### src/verilog/modmul_pkg.sv
/* Shared widths and sequencer state codes for the modular multiplier.
   Import with a wildcard in the module body, or use scoped names in headers. */

`default_nettype none

package modmul_pkg;

  ////////////////////////////////////////////////////////////
  // Widths
  ////////////////////////////////////////////////////////////

  // Operands, modulus and result
  localparam int DATA_WIDTH = 16;

  // Vector length and element counter
  localparam int INDEX_WIDTH = 8;

  // Partial remainder, 2*rem + b stays below 3*modulus
  localparam int ACC_WIDTH = DATA_WIDTH + 2;

  // Bit step counter, holds 0 to DATA_WIDTH
  localparam int COUNT_WIDTH = $clog2(DATA_WIDTH + 1);

  ////////////////////////////////////////////////////////////
  // Sequencer states
  ////////////////////////////////////////////////////////////

  // Waiting for a vector start
  localparam logic [1:0] STATE_IDLE = 2'd0;

  // Gathering the A and B elements of one pair
  localparam logic [1:0] STATE_COLLECT = 2'd1;

  // Scalar multiply in flight
  localparam logic [1:0] STATE_WAIT = 2'd2;

endpackage

`default_nettype wire

### src/verilog/scalar_mul_if.sv
/* Request and result lines between the vector sequencer and the scalar multiplier.
   Sequencer takes the requester side, multiplier the server side. */

`timescale 1ns/100ps
`default_nettype none

interface scalar_mul_if;
  import modmul_pkg::*;

  // Request, one-cycle pulse
  logic                  start;
  // Operands, held from start until ready
  logic [DATA_WIDTH-1:0] modulo;
  logic [DATA_WIDTH-1:0] a;
  logic [DATA_WIDTH-1:0] b;

  // Completion, one-cycle pulse
  logic                  ready;
  // Valid while ready is high
  logic [DATA_WIDTH-1:0] product;

  // Sequencer side
  modport requester (output start, modulo, a, b, input ready, product);

  // Multiplier side
  modport server (input start, modulo, a, b, output ready, product);

endinterface

`default_nettype wire

### src/verilog/scalar_modular_multiplier.sv
/* Bit-serial interleaved modular multiplier, product = a * b mod modulo.
   One bit of a per cycle; ready comes DATA_WIDTH + 1 cycles after start. */

`timescale 1ns/100ps
`default_nettype none

module scalar_modular_multiplier (
  input logic          CLK,
  input logic          RST,
  scalar_mul_if.server mul
);
  import modmul_pkg::*;

  ////////////////////////////////////////////////////////////
  // Signals
  ////////////////////////////////////////////////////////////

  // Control
  logic                   busy;
  logic [COUNT_WIDTH-1:0] bit_count;

  // A bits, consumed MSB first
  logic [DATA_WIDTH-1:0]  a_shift;

  // Partial remainder, always below modulo
  logic [ACC_WIDTH-1:0]   acc;

  // One step of the recurrence
  logic [ACC_WIDTH-1:0]   modulo_wide;
  logic [ACC_WIDTH-1:0]   addend;
  logic [ACC_WIDTH-1:0]   doubled;
  logic [ACC_WIDTH-1:0]   first_sub;
  logic [ACC_WIDTH-1:0]   next_acc;

  // Load and step qualifiers
  logic                   load;
  logic                   step;

  ////////////////////////////////////////////////////////////
  // Step datapath
  ////////////////////////////////////////////////////////////

  assign load = !busy && mul.start;
  assign step = busy && (bit_count != '0);

  // Zero-extend the operands to the remainder width
  assign modulo_wide = ACC_WIDTH'(mul.modulo);

  // Add b only when the current top bit of A is set
  assign addend = a_shift[DATA_WIDTH-1] ? ACC_WIDTH'(mul.b) : '0;

  // rem*2 + b, below 3*modulo while rem < modulo and b < modulo
  assign doubled = (acc << 1) + addend;

  // First conditional subtraction
  assign first_sub = (doubled >= modulo_wide) ? doubled - modulo_wide : doubled;

  // Second one, result back below modulo
  assign next_acc = (first_sub >= modulo_wide) ? first_sub - modulo_wide : first_sub;

  ////////////////////////////////////////////////////////////
  // Control
  ////////////////////////////////////////////////////////////

  // Idle until start, then DATA_WIDTH steps, then one ready cycle
  always_ff @(posedge CLK or posedge RST) begin
    if (RST) begin
      busy      <= 1'b0;
      bit_count <= '0;
      mul.ready <= 1'b0;
    end else begin
      // Pulse only
      mul.ready <= 1'b0;

      if (load) begin
        busy      <= 1'b1;
        bit_count <= COUNT_WIDTH'(DATA_WIDTH);
      end else if (step) begin
        bit_count <= bit_count - 1'b1;
      end else if (busy) begin
        // All bits consumed, acc holds the product
        busy      <= 1'b0;
        mul.ready <= 1'b1;
      end
    end
  end

  ////////////////////////////////////////////////////////////
  // Datapath registers
  ////////////////////////////////////////////////////////////

  always_ff @(posedge CLK) begin
    if (load) begin
      a_shift <= mul.a;
      acc     <= '0;
    end else if (step) begin
      // Next bit of A moves to the top
      a_shift <= {a_shift[DATA_WIDTH-2:0], 1'b0};
      acc     <= next_acc;
    end
  end

  // Remainder is held after the last step, so it is stable during ready
  assign mul.product = acc[DATA_WIDTH-1:0];

endmodule

`default_nettype wire

### src/verilog/vector_modular_multiplier.sv
/* Vector sequencer: gathers A and B element pairs from strobes, runs one scalar
   multiply per pair, emits each result as a strobe and pulses ready at the end. */

`timescale 1ns/100ps
`default_nettype none

module vector_modular_multiplier (
  input  logic                              CLK,
  input  logic                              RST,

  // Control
  input  logic                              start,
  output logic                              ready,
  input  logic                              data_a_enable,
  input  logic                              data_b_enable,
  output logic                              data_out_enable,

  // Data
  input  logic [modmul_pkg::DATA_WIDTH-1:0]  modulo,
  input  logic [modmul_pkg::INDEX_WIDTH-1:0] size,
  input  logic [modmul_pkg::DATA_WIDTH-1:0]  data_a,
  input  logic [modmul_pkg::DATA_WIDTH-1:0]  data_b,
  output logic [modmul_pkg::DATA_WIDTH-1:0]  data_out,

  // Scalar multiplier
  scalar_mul_if.requester                   mul
);
  import modmul_pkg::*;

  ////////////////////////////////////////////////////////////
  // Signals
  ////////////////////////////////////////////////////////////

  // FSM
  logic [1:0]             state;

  // Pair bookkeeping
  logic                   a_seen;
  logic                   b_seen;
  logic                   a_done;
  logic                   b_done;
  logic                   pair_done;

  // Vector length and position
  logic [INDEX_WIDTH-1:0] size_q;
  logic [INDEX_WIDTH-1:0] index;
  logic                   last_element;

  // Held operands for the scalar multiply
  logic [DATA_WIDTH-1:0]  a_hold;
  logic [DATA_WIDTH-1:0]  b_hold;
  logic [DATA_WIDTH-1:0]  modulo_q;

  ////////////////////////////////////////////////////////////
  // Pair completion
  ////////////////////////////////////////////////////////////

  // A strobe in this cycle counts as seen
  assign a_done    = a_seen || data_a_enable;
  assign b_done    = b_seen || data_b_enable;
  assign pair_done = (state == STATE_COLLECT) && a_done && b_done;

  assign last_element = (index == size_q - INDEX_WIDTH'(1));

  // Operands straight from the hold registers
  assign mul.a      = a_hold;
  assign mul.b      = b_hold;
  assign mul.modulo = modulo_q;

  ////////////////////////////////////////////////////////////
  // Operand capture
  ////////////////////////////////////////////////////////////

  // Strobes outside collect are dropped, so operands stay put during a multiply
  always_ff @(posedge CLK) begin
    if (state == STATE_COLLECT) begin
      if (data_a_enable) begin
        a_hold <= data_a;
      end
      if (data_b_enable) begin
        b_hold <= data_b;
      end
      // Modulus taken when the pair completes
      if (a_done && b_done) begin
        modulo_q <= modulo;
      end
    end
  end

  ////////////////////////////////////////////////////////////
  // Control FSM
  ////////////////////////////////////////////////////////////

  always_ff @(posedge CLK or posedge RST) begin
    if (RST) begin
      state           <= STATE_IDLE;
      a_seen          <= 1'b0;
      b_seen          <= 1'b0;
      size_q          <= '0;
      index           <= '0;
      ready           <= 1'b0;
      data_out_enable <= 1'b0;
      data_out        <= '0;
      mul.start       <= 1'b0;
    end else begin
      // Pulses
      ready           <= 1'b0;
      data_out_enable <= 1'b0;
      mul.start       <= 1'b0;

      case (state)
        STATE_IDLE: begin
          if (start) begin
            size_q <= size;
            index  <= '0;
            a_seen <= 1'b0;
            b_seen <= 1'b0;
            // Empty vector closes at once
            if (size == '0) begin
              ready <= 1'b1;
            end else begin
              state <= STATE_COLLECT;
            end
          end
        end
        STATE_COLLECT: begin
          if (pair_done) begin
            // Launch, flags reset for the next pair
            mul.start <= 1'b1;
            a_seen    <= 1'b0;
            b_seen    <= 1'b0;
            state     <= STATE_WAIT;
          end else begin
            a_seen <= a_done;
            b_seen <= b_done;
          end
        end
        STATE_WAIT: begin
          if (mul.ready) begin
            data_out        <= mul.product;
            data_out_enable <= 1'b1;
            if (last_element) begin
              // End of vector, same cycle as the last result
              ready <= 1'b1;
              state <= STATE_IDLE;
            end else begin
              index <= index + 1'b1;
              state <= STATE_COLLECT;
            end
          end
        end
        default: begin
          state <= STATE_IDLE;
        end
      endcase
    end
  end

endmodule

`default_nettype wire

### src/verilog/modmul_top.sv
/* Top level of the element-wise modular vector multiplier.
   Plain ports outside; sequencer and scalar multiplier joined by one bus. */

`timescale 1ns/100ps
`default_nettype none

module modmul_top (
  input  logic                              CLK,
  input  logic                              RST,

  // Control
  input  logic                              start,
  output logic                              ready,
  input  logic                              data_a_enable,
  input  logic                              data_b_enable,
  output logic                              data_out_enable,

  // Data
  input  logic [modmul_pkg::DATA_WIDTH-1:0]  modulo,
  input  logic [modmul_pkg::INDEX_WIDTH-1:0] size,
  input  logic [modmul_pkg::DATA_WIDTH-1:0]  data_a,
  input  logic [modmul_pkg::DATA_WIDTH-1:0]  data_b,
  output logic [modmul_pkg::DATA_WIDTH-1:0]  data_out
);

  // One multiply request at a time
  scalar_mul_if mul_bus ();

  ////////////////////////////////////////////////////////////
  // Sequencer
  ////////////////////////////////////////////////////////////

  vector_modular_multiplier sequencer0 (
    .CLK             (CLK),
    .RST             (RST),
    .start           (start),
    .ready           (ready),
    .data_a_enable   (data_a_enable),
    .data_b_enable   (data_b_enable),
    .data_out_enable (data_out_enable),
    .modulo          (modulo),
    .size            (size),
    .data_a          (data_a),
    .data_b          (data_b),
    .data_out        (data_out),
    .mul             (mul_bus.requester)
  );

  // Scalar multiplier
  scalar_modular_multiplier multiplier0 (
    .CLK (CLK),
    .RST (RST),
    .mul (mul_bus.server)
  );

endmodule

`default_nettype wire

### config.mk
export PLATFORM = sky130hd
export DESIGN_NAME = modmul_top
export DESIGN_NICKNAME = d
export VERILOG_FILES = /design/src/verilog/modmul_pkg.sv /design/src/verilog/scalar_mul_if.sv /design/src/verilog/scalar_modular_multiplier.sv /design/src/verilog/vector_modular_multiplier.sv /design/src/verilog/modmul_top.sv
export SDC_FILE = /design/constraint.sdc
export NUM_CORES = 1
export LEC_CHECK = 0
export BUFFER_PORTS_ARGS = -buffer_cell sky130_fd_sc_hd__buf_2
export CAP_MARGIN = 30
export CELL_PAD_IN_SITES_DETAIL_PLACEMENT = 1
export CELL_PAD_IN_SITES_GLOBAL_PLACEMENT = 2
export CORE_UTILIZATION = 35
export CTS_BUF_LIST = sky130_fd_sc_hd__clkbuf_16
export CTS_CLUSTER_SIZE = 24
export DETAILED_ROUTE_END_ITERATION = 10
export GPL_TIMING_DRIVEN = 0
export PLACE_DENSITY = 0.84
export SLEW_MARGIN = 0
export SYNTH_ARGS = -nofsm -noshare
export SYNTH_HDL_FRONTEND = slang
export SYNTH_SLANG_ARGS = --single-unit
### constraint.sdc
create_clock -name CLK -period 9 [get_ports CLK]
set_input_delay 0.45 -clock CLK [delete_from_list [all_inputs] [get_ports CLK]]
set_output_delay 0.45 -clock CLK [all_outputs]
set_load 0.02 [all_outputs]
### Word level (Yosys, flattened, before mapping)

Cells that the tools add are included.

| operators by class | value |
|---|---|
| add/subtract/negate cells | 6 |
| magnitude comparators | 2 |
| equal/unequal tests | 9 |
| multiplexer cells | 36 |
| reduce and logical (&&, ||, !) cells | 22 |

Operators with widths:

| kind | number |
|---|---|
| 16-bit 2-to-1 mux | 3 |
| 18-bit by 16-bit >= comparator with 1-bit output | 2 |
| 8-bit 2-to-1 mux | 3 |
| 18-bit by 16-bit adder with 18-bit output | 1 |
| 18-bit 2-to-1 mux | 1 |
| 18-bit by 16-bit subtractor with 18-bit output | 1 |
| 1-bit 2-to-1 mux | 17 |
| 17-bit 2-to-1 mux | 1 |
| 17-bit by 16-bit subtractor with 17-bit output | 1 |
| 8-bit case mux with 2 select lines | 1 |
| 2-bit AND reduction | 6 |
| 5-bit 2-to-1 mux | 2 |
| 8-bit by 1-bit adder with 8-bit output, second input constant | 1 |
| 8-bit equality test | 1 |
| 8-bit logical NOT | 1 |
| 2-bit 2-to-1 mux | 4 |
| 4-bit AND reduction | 2 |
| 8-bit by 1-bit subtractor with 8-bit output, second input constant | 1 |
| 2-bit by 1-bit inequality test with 1-bit output, second input constant | 3 |
| 2-bit inequality test, second input constant | 3 |
| 1-bit case mux with 2 select lines | 3 |
| 2-bit case mux with 3 select lines | 1 |
| 2-bit nonzero test | 3 |
| 1-bit logical AND | 5 |
| other kinds (7) | 8 |

| word-level totals | value |
|---|---|
| register bits after elaboration | 127 |
| logic and storage cells | 92 |

### Logic depth before layout (Yosys ltp)

Gate-level depths: netlist of run 1.

| logic depth | value |
|---|---|
| depth in word-level cells | 6 |
| mapped depth | 33 |

### Cells and area by module

A second synthesis of run 1 with hierarchy kept.

| second synthesis, totals | value |
|---|---|
| cell total of the unflattened synthesis | 801 |
| area total of the unflattened synthesis | 7798.7 um^2 |

Modules (own cells, without submodules):

| module | instances | cells an instance | area each (um^2) | seq. area each (um^2) |
|---|---|---|---|---|
| scalar_modular_multiplier | 1 | 548 | 4444.3 | 996.0 |
| vector_modular_multiplier | 1 | 253 | 3354.5 | 2417.3 |

### Worst setup path before layout of run 1

No wires, ideal clock.

| path | value |
|---|---|
| kind | reg-to-reg |
| from | register multiplier0.a_shift[15] |
| to | register multiplier0.acc[11] |
| setup time | 0.122 ns |
| arrival | 6.601 ns |
| data required time | 8.878 ns |
| setup slack | 2.277 ns |
| cell stages (with the launch flop) | 32 |
| path buffers | 4 |
| clock period less this slack | 6.723 ns |
| cells stage by stage | edfxtp_1 clkbuf_1 and2_1 ha_1 fa_1 a211oi_1 o21bai_1 or2_2 a31o_2 a21oi_1 xnor2_1 ha_1 nand2_1 nor2_1 a211oi_1 nand2b_1 o211ai_1 nor3_2 buf_4 buf_4 mux2_2 ha_1 nor2b_1 o31a_1 nor3_1 o21ai_0 o31ai_1 and2_1 o31a_4 buf_6 nor2_1 a221o_1 |

| on the way | value |
|---|---|
| longest elaborated chain between the ends | 6 |
| elaborated cells on any way between the ends | 8 |

Ends and longest elaborated chain:

| element | line | text |
|---|---|---|
| start: declaration | scalar_modular_multiplier.sv:23 | `logic [DATA_WIDTH-1:0] a_shift;` |
| start signal: assignment | scalar_modular_multiplier.sv:94 | `a_shift <= mul.a;` |
| start signal: assignment | scalar_modular_multiplier.sv:98 | `a_shift <= {a_shift[DATA_WIDTH-2:0], 1'b0};` |
| 16-bit 2-to-1 mux (*) | scalar_modular_multiplier.sv:50 | `assign addend = a_shift[DATA_WIDTH-1] ? ACC_WIDTH'(mul.b) : '0;` |
| 18-bit by 16-bit adder with 18-bit output (*) | scalar_modular_multiplier.sv:53 | `assign doubled = (acc << 1) + addend;` |
| 18-bit by 16-bit subtractor with 18-bit output or 18-bit by 16-bit >= comparator with 1-bit output (tied branches) | scalar_modular_multiplier.sv:56 | `assign first_sub = (doubled >= modulo_wide) ? doubled - modulo_wide : doubled;` |
| 18-bit 2-to-1 mux (*) | scalar_modular_multiplier.sv:56 |  |
| 17-bit by 16-bit subtractor with 17-bit output or 18-bit by 16-bit >= comparator with 1-bit output (tied branches) | scalar_modular_multiplier.sv:59 | `assign next_acc = (first_sub >= modulo_wide) ? first_sub - modulo_wide : first_sub;` |
| 17-bit 2-to-1 mux (*) | scalar_modular_multiplier.sv:59 |  |
| end signal: assignment | scalar_modular_multiplier.sv:99 | `acc <= next_acc;` |
| end: declaration | scalar_modular_multiplier.sv:26 | `logic [ACC_WIDTH-1:0] acc;` |

Every way passes the cells marked *; elsewhere a longest branch is shown, timed or not.
A chain may end at the register's enable or synchronous reset.

### Worst setup path in the final report of run 1

| path | value |
|---|---|
| from | register multiplier0.a_shift[15] |
| to | register multiplier0.acc[7] |

The elaborated chain is that of the path after synthesis.

==> impl_metrics.json, run 1 <==
{
  "cp_num_buf_inv": 4,
  "grt_start_max_net_pins": 42,
  "grt_usage": 0.1922,
  "synth_cell_type_count": 63,
  "final_util": 0.4242,
  "r2r-start": "multiplier0.a_shift[15]$_DFFE_PP_",
  "syn2layout_area_growth_pct": 17.74,
  "htree_num_levels": 4,
  "fin_nets": 970,
  "clockBufferDepth": 2,
  "die_h_um": 149.8,
  "cpPeakStageDelay_ns": 0.55,
  "hpwl_mm": 15.17,
  "overflow": 0,
  "tns_ns": 0,
  "grt_pass1_vias": 6179,
  "syn_nets": 870,
  "slowest_stage": "edfxtp_1",
  "reg2reg_depth": 31,
  "start_util": 0.3603,
  "synth-edff-count": 64,
  "dp_cells": 1110,
  "status": "completed",
  "cp-startpoint": "multiplier0.a_shift[15]$_DFFE_PP_",
  "drt_iter0_drc": 215,
  "die_w_um": 149.8,
  "grt_pass1_wl_mm": 32.76,
  "synth-seq-cells": 127,
  "synthTopCellsByArea": "edfxtp_1, dfrtp_1, ha_1, mux2_2, nand2_1",
  "fin_crit_ns": 8.290,
  "place_area_sq_um": 8416,
  "hold_viol_final": 0,
  "drcViolationCount": 0,
  "setup_viol": 0,
  "synth_most_common_cell": "nand2_1",
  "worst_setup_path_end_kind": "register",
  "worstMarginPinSlew_ns": 0.9379,
  "critPathTopFamily": "compound AO/OA/AOI/OAI gates",
  "crit_type": "reg -> reg",
  "viasPerCell": 5.109,
  "regToRegSetupSlack_ns": 0.71,
  "slew_headroom": 0.3724,
  "syn_avg_cell_area_sq_um": 10.13,
  "synth-main-ff-cell": "edfxtp_1",
  "cts_sinks": 127,
  "arrival_ns": 8.59,
  "crit_required_ns": 9.30,
  "drtAntennaViolNets": 0,
  "antenna_found_initial": 0,
  "core-area_sq_um": 21220,
  "drt-total-wl_mm": 19.98,
  "ys_warn_count": 0,
  "maxCapViolations": 0,
  "wl_per_cell_um": 17.48,
  "n_antenna_cell": 0,
  "hp-class": "in -> reg",
  "fillers": 2419,
  "synth_top_cell_by_area": "edfxtp_1",
  "r2r-end": "multiplier0.acc[7]$_SDFFE_PP0P_",
  "die_area_sq_um": 22440,
  "design_area_sq_um": 9001,
  "syn-cell-area_sq_um": 7645,
  "ys_async_sr_fraction": 0.3622,
  "clk_pin_slew_ns": 0.07,
  "synthCells": 755,
  "synth_top_area_frac": 0.2514,
  "core.rowCount": 53,
  "worst-path-max-fanout": 10,
  "finClkSkew_ns": 0.01050,
  "regArea_sq_um": 3413,
  "yosys-top-cells-count": "nand2_1, edfxtp_1, ha_1",
  "timing.fmax_mhz": 120.6,
  "instances_no_fill": 1143,
  "gp_congestion": 0.8415,
  "path_depth": 31,
  "cts-root-buf": "clkbuf_16",
  "portBuffers": 78,
  "clk_latency_ns": 0.43,
  "ys_seq_area_frac": 0.4465,
  "ios": 79,
  "vias": 5840,
  "numCtsBuffers": 17,
  "crit_end": "multiplier0.acc[7]$_SDFFE_PP0P_",
  "cts_resized": 0,
  "grt_setup_unrepaired": "false",
  "cts_tree": "built",
  "drtPass1Iterations": 4,
  "worstSetupStartpointType": "register",
  "drive_gt1_frac": 0.1924,
  "multi_input_area_sq_um": 4011,
  "crit_top_cell": "ha_1",
  "post-route-period-util": 0.9211,
  "drv_slew": 0
}
[cell families after synthesis]
kind of cell    after synthesis  share of synthesized area
simple gates                262                     0.1687
compound gates              160                     0.1426
fa+ha+maj                    54                    0.09133
flops                       127                     0.4465
xor+xnor                     59                    0.06759
buf+inv                      56                    0.02946
mux                          37                    0.05385
[layout by cell type, fill, tap and decap left out, drive strengths merged, types with 17 or more instances in the layout]
cell	n
edfxtp	64
xnor2	41
xor2	18
dfrtp	46
inv	43
o21ai	36
and2	22
mux2	33
buf	85
nand2	96
a21oi	34
dfxtp	17
nand3	18
nor2	46
clkbuf	32
ha	51
[worst min path at each step]
stage               slack (ns)                             start                                    to  depth (start not counted)
global placement          0.48   multiplier0.mul.ready$_DFF_PP0_       sequencer0.state[1]$_DFFE_PP0P_                          1
CTS                       0.18                        data_a[14]        sequencer0.mul.a[14]$_DFFE_PP_                          1
finish                    0.19                        data_a[14]        sequencer0.mul.a[14]$_DFFE_PP_                          1
detailed placement        0.35                               RST  sequencer0.data_out_enable$_DFF_PP0_                          2
global route              0.18                         data_a[6]         sequencer0.mul.a[6]$_DFFE_PP_                          1
floorplan                 0.45  multiplier0.acc[14]$_SDFFE_PP0P_      multiplier0.acc[14]$_SDFFE_PP0P_                          2
[registers in the layout (all words and copies together) (netlist names), 2 cells and up]
name,count
multiplier0.bit_count,5
sequencer0.data_out,16
sequencer0.mul.a,16
sequencer0.index,8
sequencer0.mul.modulo,16
sequencer0.size_q,8
multiplier0.a_shift,16
multiplier0.acc,17
sequencer0.state,2
sequencer0.mul.b,16
[routing by layer]
metal | wire length, um | track usage | part of all wire | vias up
met5 | 0 | 0 | 0 | -
met4 | 219 | 0.05354 | 0.011 | 0
met3 | 547 | 0.03140 | 0.027 | 16
met2 | 9824 | 0.3278 | 0.49 | 85
met1 | 9386 | 0.2503 | 0.47 | 2816
li1 | - | - | - | 2923
[metrics by stage]
| step | hold WS [ns] | setup slack (ns) |
|---|---|---|
| finish | 0.1918 | 0.7100 |
| global route | 0.1804 | 0.1307 |
| CTS | 0.1796 | 0.6934 |
| detailed placement | 0.3473 | 0.7756 |
| global placement | 0.4802 | 0.8797 |
| floorplan | 0.4494 | 2.277 |
[final cells by class]
class	instances	area share
inverter	36	0.01501
tap	275	0.03823
sequential	127	0.3792
buffer	20	0.01001
clock inverter	15	0.01668
clock buffer	17	0.04726
timing repair buffer	81	0.04796
multi-input combinational	572	0.4456
[what timing repair did]
item,4_1_cts,5_1_grt
endpoints found under the hold margin,5,0
hold buffers,1,0
setup buffers,0,0
[worst reg2reg max path, delay by kind of cell (launching register included)]
kind	cells	cell delay (ns)
and+or+nand+nor	10	1.83
AOI/OAI and AO/OA	11	2.95
xor gates and xnor gates	1	0.24
buffers and inverters	4	0.89
DFF	1	0.55
adders and majority gates	4	1.34
muxes	1	0.37
Power of run 1 is not shown: default switching activity piles up to over one toggle a cycle in this logic, so the estimate is an artifact.
==> inputs of run 2 (changes only) <==
- PLACE_DENSITY: 0.84 -> 0.87
- clock period: 9 -> 6.9 ns (I/O delays scaled with it)
==> impl_metrics.json, run 2 (synthesized netlist as in run 1, its figures left out) <==
{
  "hp-class": "in -> reg",
  "portBuffers": 78,
  "tns_ns": 0,
  "pre_cts_ws_ns": -1.282,
  "cp-startpoint": "multiplier0.a_shift[15]$_DFFE_PP_",
  "crit_required_ns": 7.21,
  "layout_commonest_cell": "nand2_1",
  "drcViolationCount": 0,
  "drtPass1Iterations": 4,
  "regToRegSetupSlack_ns": 0.21,
  "cpPeakStageDelay_ns": 0.43,
  "wl_per_cell_um": 17.83,
  "grt_pass1_wl_mm": 33.22,
  "final_util": 0.4478,
  "drtAntennaViolNets": 0,
  "overflow": 0,
  "clk_latency_ns": 0.43,
  "cts_tree": "built",
  "drv_slew": 0,
  "grt_usage": 0.1949,
  "r2r-end": "multiplier0.acc[11]$_SDFFE_PP0P_",
  "ios": 79,
  "fin_ws_ns": 0.2080,
  "worst_setup_path_end_kind": "register",
  "viasPerCell": 5.160,
  "grt_start_max_net_pins": 41,
  "slowest_stage": "edfxtp_1",
  "numCtsBuffers": 17,
  "crit_type": "reg -> reg",
  "gp_congestion": 0.8265,
  "syn2layout_area_growth_pct": 24.29,
  "clk_pin_slew_ns": 0.07,
  "grt_pass1_vias": 6332,
  "core.rowCount": 53,
  "place_area_sq_um": 8416,
  "largest_reg_flops": 17,
  "fin_crit_ns": 6.692,
  "largest-register": "multiplier0.acc",
  "drt_iter0_drc": 205,
  "cts_sinks": 127,
  "setup_viol": 0,
  "hpwl_mm": 15.22,
  "arrival_ns": 7.00,
  "reg2reg_depth": 33,
  "timing.fmax_mhz": 149.4,
  "crit_end": "multiplier0.acc[11]$_SDFFE_PP0P_",
  "design_area_sq_um": 9502,
  "worst-path-max-fanout": 8,
  "clockBufferDepth": 2,
  "die_area_sq_um": 22440,
  "drt-total-wl_mm": 20.91,
  "post-route-period-util": 0.9699,
  "layout_common_cells": "nand2_1, buf_2, edfxtp_1",
  "core-area_sq_um": 21220,
  "die_h_um": 149.8,
  "worstMarginPinSlew_ns": 1.022,
  "worstSetupStartpointType": "register",
  "status": "completed",
  "cts-root-buf": "clkbuf_16",
  "htree_num_levels": 4,
  "antenna_found_initial": 0,
  "finClkSkew_ns": 0.007831,
  "slew_headroom": 0.3160,
  "r2r-start": "multiplier0.a_shift[15]$_DFFE_PP_",
  "n_antenna_cell": 0,
  "vias": 6053,
  "maxCapViolations": 0,
  "drive_gt1_frac": 0.2606,
  "hold_depth": 1,
  "die_w_um": 149.8,
  "hold_viol_final": 0,
  "start_util": 0.3603,
  "fin_nets": 1000
}
[run 2: cell count changes in the layout (fill, tap and decap cells not counted), sizes merged]
cell | before | now
buf | 85 | 117
clkbuf | 32 | 30
clkinv | 6 | 2
inv | 43 | 47
[run 2: routing by layer]
layer	vias up	track usage	wire length, um
li1	2984	-	-
met3	25	0.03049	576
met2	91	0.3477	10810
met5	-	0	0
met4	0	0.05404	252
met1	2953	0.2420	9272
[run 2: critical path: cells and delay by family (launching register included)]
kind	cells	cell delay (ns)
AOI/OAI and AO/OA	12	2.57
adders and majority gates	5	1.29
DFF	1	0.43
and+or+nand+nor	11	1.51
buffers and inverters	4	0.59
xor gates and xnor gates	1	0.18
[run 2: final cells by class]
type / count / area, sq um
clock inverters: 15 / 165.2
multi-input cells: 572 / 4228
clock buffers: 17 / 425.4
plain buffers: 19 / 113.9
fillers: 2417 / 11720
inverters: 36 / 135.1
well taps: 275 / 344.1
repair buffers: 112 / 676.9
flip-flops and latches: 127 / 3413
[run 2: worst min-delay path by stage]
| stage | startpoint | to | slack (ns) |
|---|---|---|---|
| finish | data_a[9] | sequencer0.mul.a[9]$_DFFE_PP_ | 0.09 |
| global route | data_a[14] | sequencer0.mul.a[14]$_DFFE_PP_ | 0.07 |
| CTS | data_a[9] | sequencer0.mul.a[9]$_DFFE_PP_ | 0.08 |
| floorplan | data_a[0] | sequencer0.mul.a[0]$_DFFE_PP_ | 0.44 |
| global placement | multiplier0.mul.ready$_DFF_PP0_ | sequencer0.state[1]$_DFFE_PP0P_ | 0.47 |
| detailed placement | RST | sequencer0.data_out_enable$_DFF_PP0_ | 0.25 |
[run 2: what timing repair did]
action | in CTS | in global routing
gates resized for setup | 27 | 26
pin swaps | 8 | 23
setup buffers | 15 | 16
hold buffers | 1 | 0
gates cloned | 0 | 0
endpoints found under the hold margin | 6 | 0
endpoints found under the setup margin | 17 | 16
[run 2: per-stage QoR]
stage	hold slack (ns)	std cells
2_1_floorplan	0.4439	755
3_3_place_gp	0.4746	1108
3_5_place_dp	0.2506	1110
4_1_cts	0.07598	1157
5_1_grt	0.07443	1173
6_report	0.08682	1173
Power of run 2 is left out for the same reason.
